[src/reg_pkg.sv]
// architectural register file geometry of the RV32 integer core.
package reg_pkg;

    // data width of one architectural register.
    localparam int xlen = 32;

    // number of architectural registers, x0 included.
    localparam int num_regs = 32;

    // width of an architectural register number.
    localparam int reg_idx_w = $clog2(num_regs);

    typedef logic [reg_idx_w-1:0] reg_idx_t;
    typedef logic [xlen-1:0]      reg_data_t;

    // x0 is hardwired to zero and never gets a producer.
    localparam reg_idx_t reg_zero = '0;

endpackage

[src/rob_pkg.sv]
// tags and payloads exchanged between the issue side, the reorder buffer
// and the register file.
package rob_pkg;

    import reg_pkg::*;

    // tags are 3 bits wide, so at most seven slots can be in flight.
    localparam int tag_w = 3;

    typedef logic [tag_w-1:0] tag_t;

    // a tag of zero marks a register whose value is already in the file.
    localparam tag_t no_tag = '0;

    // one instruction as seen by the renamer.
    typedef struct packed {
        reg_idx_t rs1;
        reg_idx_t rs2;
        reg_idx_t rd;
    } issue_req_t;

    // issue response. a source with a nonzero tag carries no value.
    typedef struct packed {
        reg_data_t value1;
        tag_t      tag1;
        reg_data_t value2;
        tag_t      tag2;
        tag_t      own_tag;   // tag handed to this instruction.
    } operand_t;

    // result returned by an execution unit, in any order.
    typedef struct packed {
        logic      valid;
        tag_t      tag;
        reg_data_t data;
    } wb_t;

    // in-order retirement of one slot.
    typedef struct packed {
        logic      valid;
        reg_idx_t  rd;
        tag_t      tag;
        reg_data_t data;
    } commit_t;

endpackage

[src/issue_ctrl.sv]
module issue_ctrl
    import rob_pkg::*;
(
    input  logic       clk,
    input  logic       rst,
    input  logic       issue_req,
    input  issue_req_t issue_instr,
    input  logic       rob_full,
    input  tag_t       alloc_tag,
    input  operand_t   operands,
    output logic       issue_ack,
    output operand_t   issue_operands,
    output logic       alloc,
    output logic       lookup_en,
    output issue_req_t lookup
);

    typedef enum logic [1:0] {
        st_idle,
        st_wait_resp,
        st_wait_rel
    } state_t;

    state_t state;
    tag_t   own_tag;
    logic   start;

    // a request is taken only from idle, so each one allocates once.
    assign start = (state == st_idle) && issue_req && !rob_full;

    assign alloc     = start;
    assign lookup_en = start;
    assign lookup    = issue_instr;   // the source holds it stable until ack.

    assign issue_ack = (state == st_wait_rel);

    // the register file holds its operands until the next lookup.
    always_comb begin
        issue_operands         = operands;
        issue_operands.own_tag = own_tag;
    end

    always_ff @(posedge clk) begin
        if (!rst) begin
            state <= st_idle;
        end else begin
            case (state)
                st_idle: begin
                    if (start) begin
                        state <= st_wait_resp;
                    end
                end
                st_wait_resp: state <= st_wait_rel;   // operands land here.
                st_wait_rel: begin
                    if (!issue_req) begin
                        state <= st_idle;
                    end
                end
                default: state <= st_idle;
            endcase
        end
    end

    always_ff @(posedge clk) begin
        if (start) begin
            own_tag <= alloc_tag;
        end
    end

endmodule

[src/rename_core.sv]
module rename_core
    import rob_pkg::*;
#(
    parameter int rob_depth = 7
) (
    input  logic       clk,
    input  logic       rst,
    input  logic       issue_req,
    input  issue_req_t issue_instr,
    input  wb_t        wb,
    output logic       issue_ack,
    output operand_t   issue_operands,
    output commit_t    commit
);

    logic       alloc;
    logic       lookup_en;
    logic       rob_full;
    tag_t       alloc_tag;
    issue_req_t lookup;
    operand_t   operands;

    issue_ctrl u_issue_ctrl (
        .clk            (clk),
        .rst            (rst),
        .issue_req      (issue_req),
        .issue_instr    (issue_instr),
        .rob_full       (rob_full),
        .alloc_tag      (alloc_tag),
        .operands       (operands),
        .issue_ack      (issue_ack),
        .issue_operands (issue_operands),
        .alloc          (alloc),
        .lookup_en      (lookup_en),
        .lookup         (lookup)
    );

    rename_regfile #(
        .rob_depth (rob_depth)
    ) u_rename_regfile (
        .clk       (clk),
        .rst       (rst),
        .lookup_en (lookup_en),
        .lookup    (lookup),
        .alloc_tag (alloc_tag),
        .commit    (commit),
        .operands  (operands)
    );

    reorder_buffer #(
        .rob_depth (rob_depth)
    ) u_reorder_buffer (
        .clk       (clk),
        .rst       (rst),
        .alloc     (alloc),
        .alloc_rd  (lookup.rd),
        .wb        (wb),
        .alloc_tag (alloc_tag),
        .rob_full  (rob_full),
        .commit    (commit)
    );

endmodule

[src/rename_regfile.sv]
module rename_regfile
    import reg_pkg::*;
    import rob_pkg::*;
#(
    parameter int rob_depth = 7
) (
    input  logic       clk,
    input  logic       rst,
    input  logic       lookup_en,
    input  issue_req_t lookup,
    input  tag_t       alloc_tag,
    input  commit_t    commit,
    output operand_t   operands
);

    // value and producer of one source operand.
    typedef struct packed {
        reg_data_t value;
        tag_t      tag;
    } src_t;

    reg_data_t regs [num_regs];
    tag_t      tags [num_regs];

    src_t src1;
    src_t src2;
    logic commit_wr;
    logic rename_ok;

    // read one source with the commit of this cycle applied first.
    function automatic src_t read_src(
        input reg_idx_t  idx,
        input reg_data_t cur_value,
        input tag_t      cur_tag,
        input commit_t   cm
    );
        src_t s;
        s.value = cur_value;
        s.tag   = cur_tag;
        if (cm.valid && (cm.rd == idx) && (idx != reg_zero)) begin
            s.value = cm.data;
            if (cur_tag == cm.tag) begin
                s.tag = no_tag;   // the producer just retired.
            end
        end
        if (s.tag != no_tag) begin
            s.value = '0;
        end
        return s;
    endfunction

    assign commit_wr = commit.valid && (commit.rd != reg_zero);

    // only tags that name a real slot may become a producer.
    assign rename_ok = lookup_en && (lookup.rd != reg_zero) &&
                       (alloc_tag != no_tag) && (alloc_tag <= tag_t'(rob_depth));

    always_comb begin
        src1 = read_src(lookup.rs1, regs[lookup.rs1], tags[lookup.rs1], commit);
        src2 = read_src(lookup.rs2, regs[lookup.rs2], tags[lookup.rs2], commit);
    end

    always_ff @(posedge clk) begin
        if (!rst) begin
            for (int i = 0; i < num_regs; i++) begin
                regs[i] <= '0;
                tags[i] <= no_tag;
            end
            operands <= '0;
        end else begin
            if (commit_wr) begin
                regs[commit.rd] <= commit.data;
                // a younger rename keeps its own producer.
                if (tags[commit.rd] == commit.tag) begin
                    tags[commit.rd] <= no_tag;
                end
            end

            if (lookup_en) begin
                operands.value1  <= src1.value;
                operands.tag1    <= src1.tag;
                operands.value2  <= src2.value;
                operands.tag2    <= src2.tag;
                operands.own_tag <= no_tag;   // filled in by the issue side.
            end

            // sources were read above, so the rename only affects later lookups.
            if (rename_ok) begin
                tags[lookup.rd] <= alloc_tag;
            end
        end
    end

endmodule

[src/reorder_buffer.sv]
module reorder_buffer
    import reg_pkg::*;
    import rob_pkg::*;
#(
    parameter int rob_depth = 7
) (
    input  logic     clk,
    input  logic     rst,
    input  logic     alloc,
    input  reg_idx_t alloc_rd,
    input  wb_t      wb,
    output tag_t     alloc_tag,
    output logic     rob_full,
    output commit_t  commit
);

    typedef logic [tag_w-1:0] ptr_t;

    reg_idx_t  slot_rd   [rob_depth];
    reg_data_t slot_data [rob_depth];
    logic [rob_depth-1:0] slot_done;

    ptr_t head;
    ptr_t tail;
    ptr_t count;   // occupied slots, at most rob_depth.

    logic retire;
    logic do_alloc;
    logic wb_hit;
    ptr_t wb_slot;

    function automatic ptr_t next_ptr(input ptr_t p);
        ptr_t n;
        if (p == ptr_t'(rob_depth - 1)) begin
            n = '0;
        end else begin
            n = p + ptr_t'(1);
        end
        return n;
    endfunction

    assign retire = (count != '0) && slot_done[head];

    // a slot is free again in the cycle its commit is on the port.
    assign rob_full = (count == ptr_t'(rob_depth));
    assign do_alloc = alloc && !rob_full;

    // slot k carries tag k+1, tag 0 is reserved for ready registers.
    assign alloc_tag = tag_t'(tail) + tag_t'(1);

    assign wb_slot = ptr_t'(wb.tag - tag_t'(1));
    assign wb_hit  = wb.valid && (wb.tag != no_tag) && (wb.tag <= tag_t'(rob_depth));

    always_ff @(posedge clk) begin
        if (!rst) begin
            head      <= '0;
            tail      <= '0;
            count     <= '0;
            slot_done <= '0;
            commit    <= '0;
        end else begin
            commit.valid <= retire;   // one cycle per retired slot.
            if (retire) begin
                commit.rd   <= slot_rd[head];
                commit.tag  <= tag_t'(head) + tag_t'(1);
                commit.data <= slot_data[head];
                slot_done[head] <= 1'b0;
                head <= next_ptr(head);
            end

            if (wb_hit) begin
                slot_done[wb_slot] <= 1'b1;
            end

            if (do_alloc) begin
                slot_done[tail] <= 1'b0;
                tail <= next_ptr(tail);
            end

            case ({do_alloc, retire})
                2'b10:   count <= count + ptr_t'(1);
                2'b01:   count <= count - ptr_t'(1);
                default: count <= count;
            endcase
        end
    end

    // destination and result of each slot.
    always_ff @(posedge clk) begin
        if (do_alloc) begin
            slot_rd[tail] <= alloc_rd;
        end
        if (wb_hit) begin
            slot_data[wb_slot] <= wb.data;
        end
    end

endmodule

[config.mk]
export PLATFORM = sky130hd
export DESIGN_NAME = rename_core
export DESIGN_NICKNAME = d
export VERILOG_FILES = /design/src/reg_pkg.sv /design/src/rob_pkg.sv /design/src/issue_ctrl.sv /design/src/rename_core.sv /design/src/rename_regfile.sv /design/src/reorder_buffer.sv
export SDC_FILE = /design/constraint.sdc
export NUM_CORES = 2
export LEC_CHECK = 0
export ABC_AREA = 0
export BUFFER_PORTS_ARGS = -buffer_cell sky130_fd_sc_hd__buf_2
export CORE_MARGIN = 5
export CORE_UTILIZATION = 45
export DETAILED_ROUTE_END_ITERATION = 16
export GPL_TIMING_DRIVEN = 1
export HOLD_SLACK_MARGIN = 0.12
export MAX_ROUTING_LAYER = met4
export PLACE_DENSITY = 0.65
export SKIP_LAST_GASP = 1
export SYNTH_ARGS = -nofsm -noshare
export SYNTH_HDL_FRONTEND = slang
export SYNTH_HIERARCHICAL = 1
export SYNTH_SLANG_ARGS = --single-unit
[constraint.sdc]
create_clock -name clk -period 8.14 [get_ports clk]
set_input_delay 1.628 -clock clk [delete_from_list [all_inputs] [get_ports clk]]
set_output_delay 1.628 -clock clk [all_outputs]
set_load 0.005 [all_outputs]
# Word level (Yosys, flattened, before mapping)

Memory sizes are Yosys's and may differ from the RTL's. A register that Yosys moved wholly into a read port is not among the register bits.
Index checks and enable logic that the tools add are counted.

Input port bits: 54
Memories: 4
Output and inout port bits: 115
RAM bits: 1379
Logic and storage cells: 132
Register bits: 95

Memories:

| memory                     | depth | width | rd ports | clocked after Yosys merged registers in | write ports | RTL line             | text |
|---|---|---|---|---|---|---|---|
| u_rename_regfile.regs      | 32    | 32    | 2        | 0                                       | 32          | rename_regfile.sv:22 | `reg_data_t regs [num_regs];` |
| u_reorder_buffer.slot_data | 7     | 32    | 1        | 1                                       | 1           | reorder_buffer.sv:20 | `reg_data_t slot_data [rob_depth];` |
| u_rename_regfile.tags      | 32    | 3     | 3        | 0                                       | 32          | rename_regfile.sv:23 | `tag_t tags [num_regs];` |
| u_reorder_buffer.slot_rd   | 7     | 5     | 1        | 1                                       | 1           | reorder_buffer.sv:19 | `reg_idx_t slot_rd [rob_depth];` |

Reductions and logical operators: 35
Equal/unequal tests: 14
$add $sub $neg: 5
Bitwise operators: 5
Magnitude comparators: 8
Mux-type cells: 49

Operator list:

| cell                | count |
|---|---|
| $mux 32             | 3 |
| $mux 35             | 2 |
| $mux 7              | 5 |
| $reduce_or 32->1    | 1 |
| $mux 1              | 22 |
| $reduce_bool 5->1   | 4 |
| $mux 3              | 6 |
| $logic_and 1x1->1   | 17 |
| $mux 5              | 3 |
| $reduce_bool 3->1   | 5 |
| $and 7x7->7         | 2 |
| $not 7->7           | 2 |
| $lt 3x4->1 const B  | 3 |
| $eq 5x5->1          | 2 |
| $add 3x1->3 const B | 3 |
| $demux 1 s3         | 3 |
| $eq 3x3->1          | 3 |
| $eq 3x3->1 const B  | 3 |
| $ge 3x1->1 const B  | 3 |
| $or 7x7->7          | 1 |
| $le 3x3->1 const B  | 2 |
| $pmux 2 s3          | 1 |
| $pmux 3 s2          | 1 |
| $reduce_or 3->1     | 2 |
| other kinds (11)    | 17 |

# Depth between registers and ports, before layout

Depth in word-level cells: 13
Gate-level depth with buffers: 14

# By module

The synthesis kept the hierarchy.

Modules (own cells, without submodules):

| module         | area an instance (µm²) | cells an instance | sequential area each (µm²) | instances |
|---|---|---|---|---|
| rename_regfile | 64016.4                | 4607              | 35033.6                    | 1 |
| reorder_buffer | 12418.2                | 775               | 8918.6                     | 1 |
| issue_ctrl     | 823.3                  | 96                | 130.1                      | 1 |

# Worst setup path before layout

OpenSTA, ideal clock, no wires.

Kind: input to register
Start: in wb[32] (netlist bit)
End: mem u_reorder_buffer/slot_data[3][0] (netlist bit), enable pin
Path buffers: 0
Slack: 1575 ps
Stages on the path: 4
Data arrival time: 6035 ps
Data required time: 7610 ps
Library setup time: 530 ps
Cells stage by stage: inv_1 -> ha_1 -> or3_1 -> a2111oi_1

Longest elaborated chain between the ends: 5
Elaborated cells on any way between the ends: 7
Those cells by class: 1 x add/sub; 1 x order compare; 2 x mux; 3 x reduce/logical

Ends and longest elaborated chain:

| item                                                               | RTL line             | text |
|---|---|---|
| from (decl)                                                        | rename_core.sv:10    | `input wb_t wb,` |
| parallel branches: the longest is 5 deep, another holds $le 3x3->1 | n/a                  |  |
| to (decl)                                                          | reorder_buffer.sv:20 |  |

Several ways; the timed one is not identified.

# Final worst setup path

Start: in issue_instr[12] (netlist bit)
End: reg u_rename_regfile/operands[61] (netlist name)

Longest elaborated chain between the ends: 6
Elaborated cells on any way between the ends: 11
Those cells by class: 2 x eq/ne; 3 x mux; 4 x reduce/logical; 2 x memory

Ends and longest elaborated chain:

| item                                                   | RTL line                                   | text |
|---|---|---|
| from (decl)                                            | rename_core.sv:9                           | `input issue_req_t issue_instr,` |
| $mem_v2 32x3 / $eq 5x5->1 (equally long branches)      | n/a                                        |  |
| $eq 3x3->1 / $logic_and 1x1->1 (equally long branches) | rename_regfile.sv:42, rename_regfile.sv:40 |  |
| $mux 3 / $logic_and 1x1->1 (equally long branches)     | rename_regfile.sv:42, rename_regfile.sv:40 |  |
| $mux 35 *                                              | rename_regfile.sv:40                       | `if (cm.valid && (cm.rd == idx) && (idx != reg_zero)) begin` |
| $reduce_bool 3->1                                      | rename_regfile.sv:46                       | `if (s.tag != no_tag) begin` |
| $mux 32 *                                              | rename_regfile.sv:46                       |  |

Mark *: on every way between the ends. The rest lies on a longest branch, timed or not.
A chain may end at the register's enable or synchronous reset.

==> reports/qor.txt <==
status -> finished clean
Clock transition at path regs -> 60 ps
Worst Tran Pin Value -> 1260 ps
initial antenna violation count -> 26
deepest level of the CTS H-tree -> 4
vias in the first global route -> 50106
Num Clock Sinks -> 1511
MaxCap Viol Count -> 0
DIE AREA -> 180000 µm²
Max FO, Critical Path -> 36
Die Ht -> 424 µm
Post-Layout Cell Count -> 7777
slowest stage delay, CP -> 590 ps
Iter 0 DRT Violations -> 7851
Die Wd -> 424 µm
Initial Util -> 0.451
Finished Cell Area -> 85800 µm²
I/O Buffers -> 168
Mapped Area -> 77200 µm²
Via density -> 6.65
crit start category -> input port
Rows -> 152
cts hold-fix bufs -> 0
Slew Limit Fails -> 0
Hold Violations, Final -> 0
Num CTS Buffers -> 164
CTS tree -> yes
detailed placement HPWL -> 150 mm
Clk Latency, worst-skew pair -> 810 ps
capturing element type of the critical path -> flop
Max Fclk -> 0.220 GHz
Fin Setup TNS -> 0 ps
Post-Syn Instances -> 5475
crit path DAT -> 5200 ps
synthesis-to-layout area growth -> 11.1%
fin crit share -> 0.558
RSZ-0062 raised after global routing -> false
Relative slew margins -> 0.162
Hold Path Class -> reg -> reg
post-place setup slack -> 2870 ps
# DRC -> 0
antenna-violating nets left -> 0
CP max stage cell -> a21oi_4
CP Data Required Time -> 8800 ps
1st-pass router iterations -> 7
final setup violation count -> 0
Max clock buf depth -> 3
DRT Wirelength -> 265 mm
cell mode on critical path -> buf_4
wire length per cell -> 34.1 µm
postcts setup bufs -> 0
Worst VDD drop -> 293 µV
detailed-route via count -> 51732
layout cells sized above 1 -> 0.256
CP cell instances -> buf_2, buf_4, mux4_2, mux2_2, a32oi_1, nand4_1, and4b_1, a21oi_4, buf_4, o21ai_0
min Tclk post-route -> 4540 ps
Core ar. -> 171000 µm²
Pleak -> 30.5 nW
Overall Power -> 18.2 mW
Post-Syn Area per Cell -> 14.1 µm²
Root Buffer -> clkbuf_16
Final WS setup -> 3600 ps
nets -> 5441
Yosys warning count -> 6
placed cell area -> 80200 µm²
crit path kind -> in -> reg
overall routing resource usage -> 0.297
total grt overflow -> 0
first-pass GRT wire length -> 373 mm
boundary pin count -> 169
RD Place Congestion -> 0.914
# placed instances -> 7443
pwr/cell area -> 212 nW/µm²
cts repair resizes -> 0
skew final -> 36.8 ps
largest net degree at the start of global routing -> 102
layer usage:
metal	wire (µm)	up-vias	GRT usage
li1	-	20839	-
met4	12400	0	0.128
met1	97400	26287	0.383
met5	0	-	-
met3	33000	721	0.0739
met2	122000	3885	0.450
where the power goes:
group / internal (mW) / switching, mW / leakage, nW
combinational: 0.608 / 1.02 / 12.8
sequential: 8.73 / 0.151 / 15.0
clock: 4.51 / 3.18 / 2.69
total: 13.8 / 4.35 / 30.5
metrics by stage:
step / util / hold WS (ps)
2_1_floorplan: - / 426
4_1_cts: 0.501 / 456
3_3_place_gp: 0.469 / 434
5_1_grt: 0.501 / 477
6_report: 0.501 / 455
3_5_place_dp: 0.469 / 443
worst max-delay path: cells and delay by family:
family / cells / cell delay (ps)
AND/OR/NAND/NOR: 2 / 380
AO/OA/AOI/OAI: 3 / 1030
multiplexers: 2 / 710
buffers and inverters: 3 / 1380
final cells by class:
class                           count  area (µm²)
Tap cell                         2233        2790
Sequential cell                  1511       44100
Fill cell                       14373       85400
Multi-Input combinational cell   3329       30900
Antenna cell                       29        72.6
Timing Repair Buffer              343        2300
Inverter                           27         103
Clock buffer                      219        4560
Clock inverter                     86         942
path summary, 6_finish.rpt:
kind | depth (start not counted) | start | slack [ps] | to
hold / removal | 2 | u_rename_regfile/operands[43] | 460 | u_rename_regfile/operands[43]
setup reg to reg | 8 | u_reorder_buffer/commit[35] | 4000 | u_rename_regfile/tags[1][0]
hold reg to reg | 2 | u_rename_regfile/operands[43] | 460 | u_rename_regfile/operands[43]
setup / recovery | 10 | issue_instr[12] | 3600 | u_rename_regfile/operands[61]
flip-flops by register name, summed over array words and instances (netlist names), 3 cells and up:
signal                      flops
u_rename_regfile/tags          96
u_rename_regfile/operands      70
u_reorder_buffer/slot_data    224
u_rename_regfile/regs        1024
u_reorder_buffer/tail           3
u_reorder_buffer/count          3
u_reorder_buffer/slot_done      7
u_reorder_buffer/slot_rd       35
u_reorder_buffer/commit        41
u_issue_ctrl/own_tag            3
u_reorder_buffer/head           3
cell usage in the layout (no fill, tap or decap), types with 36 or more instances in the layout:
cell	count
edfxtp_1	1382
and2_1	1043
mux4_2	483
mux2_2	214
nor2_1	188
buf_4	171
clkbuf_16	169
buf_2	160
a22oi_1	142
dfxtp_1	126
mux2i_1	124
nand2_1	122
o21ai_0	96
a21oi_1	93
o22ai_1	76
a221o_1	76
o211ai_1	52
and3_1	51
nor2b_1	49
nor3_1	40
a221oi_1	40
clkbuf_1	36
(Power assumes the default switching activity.)
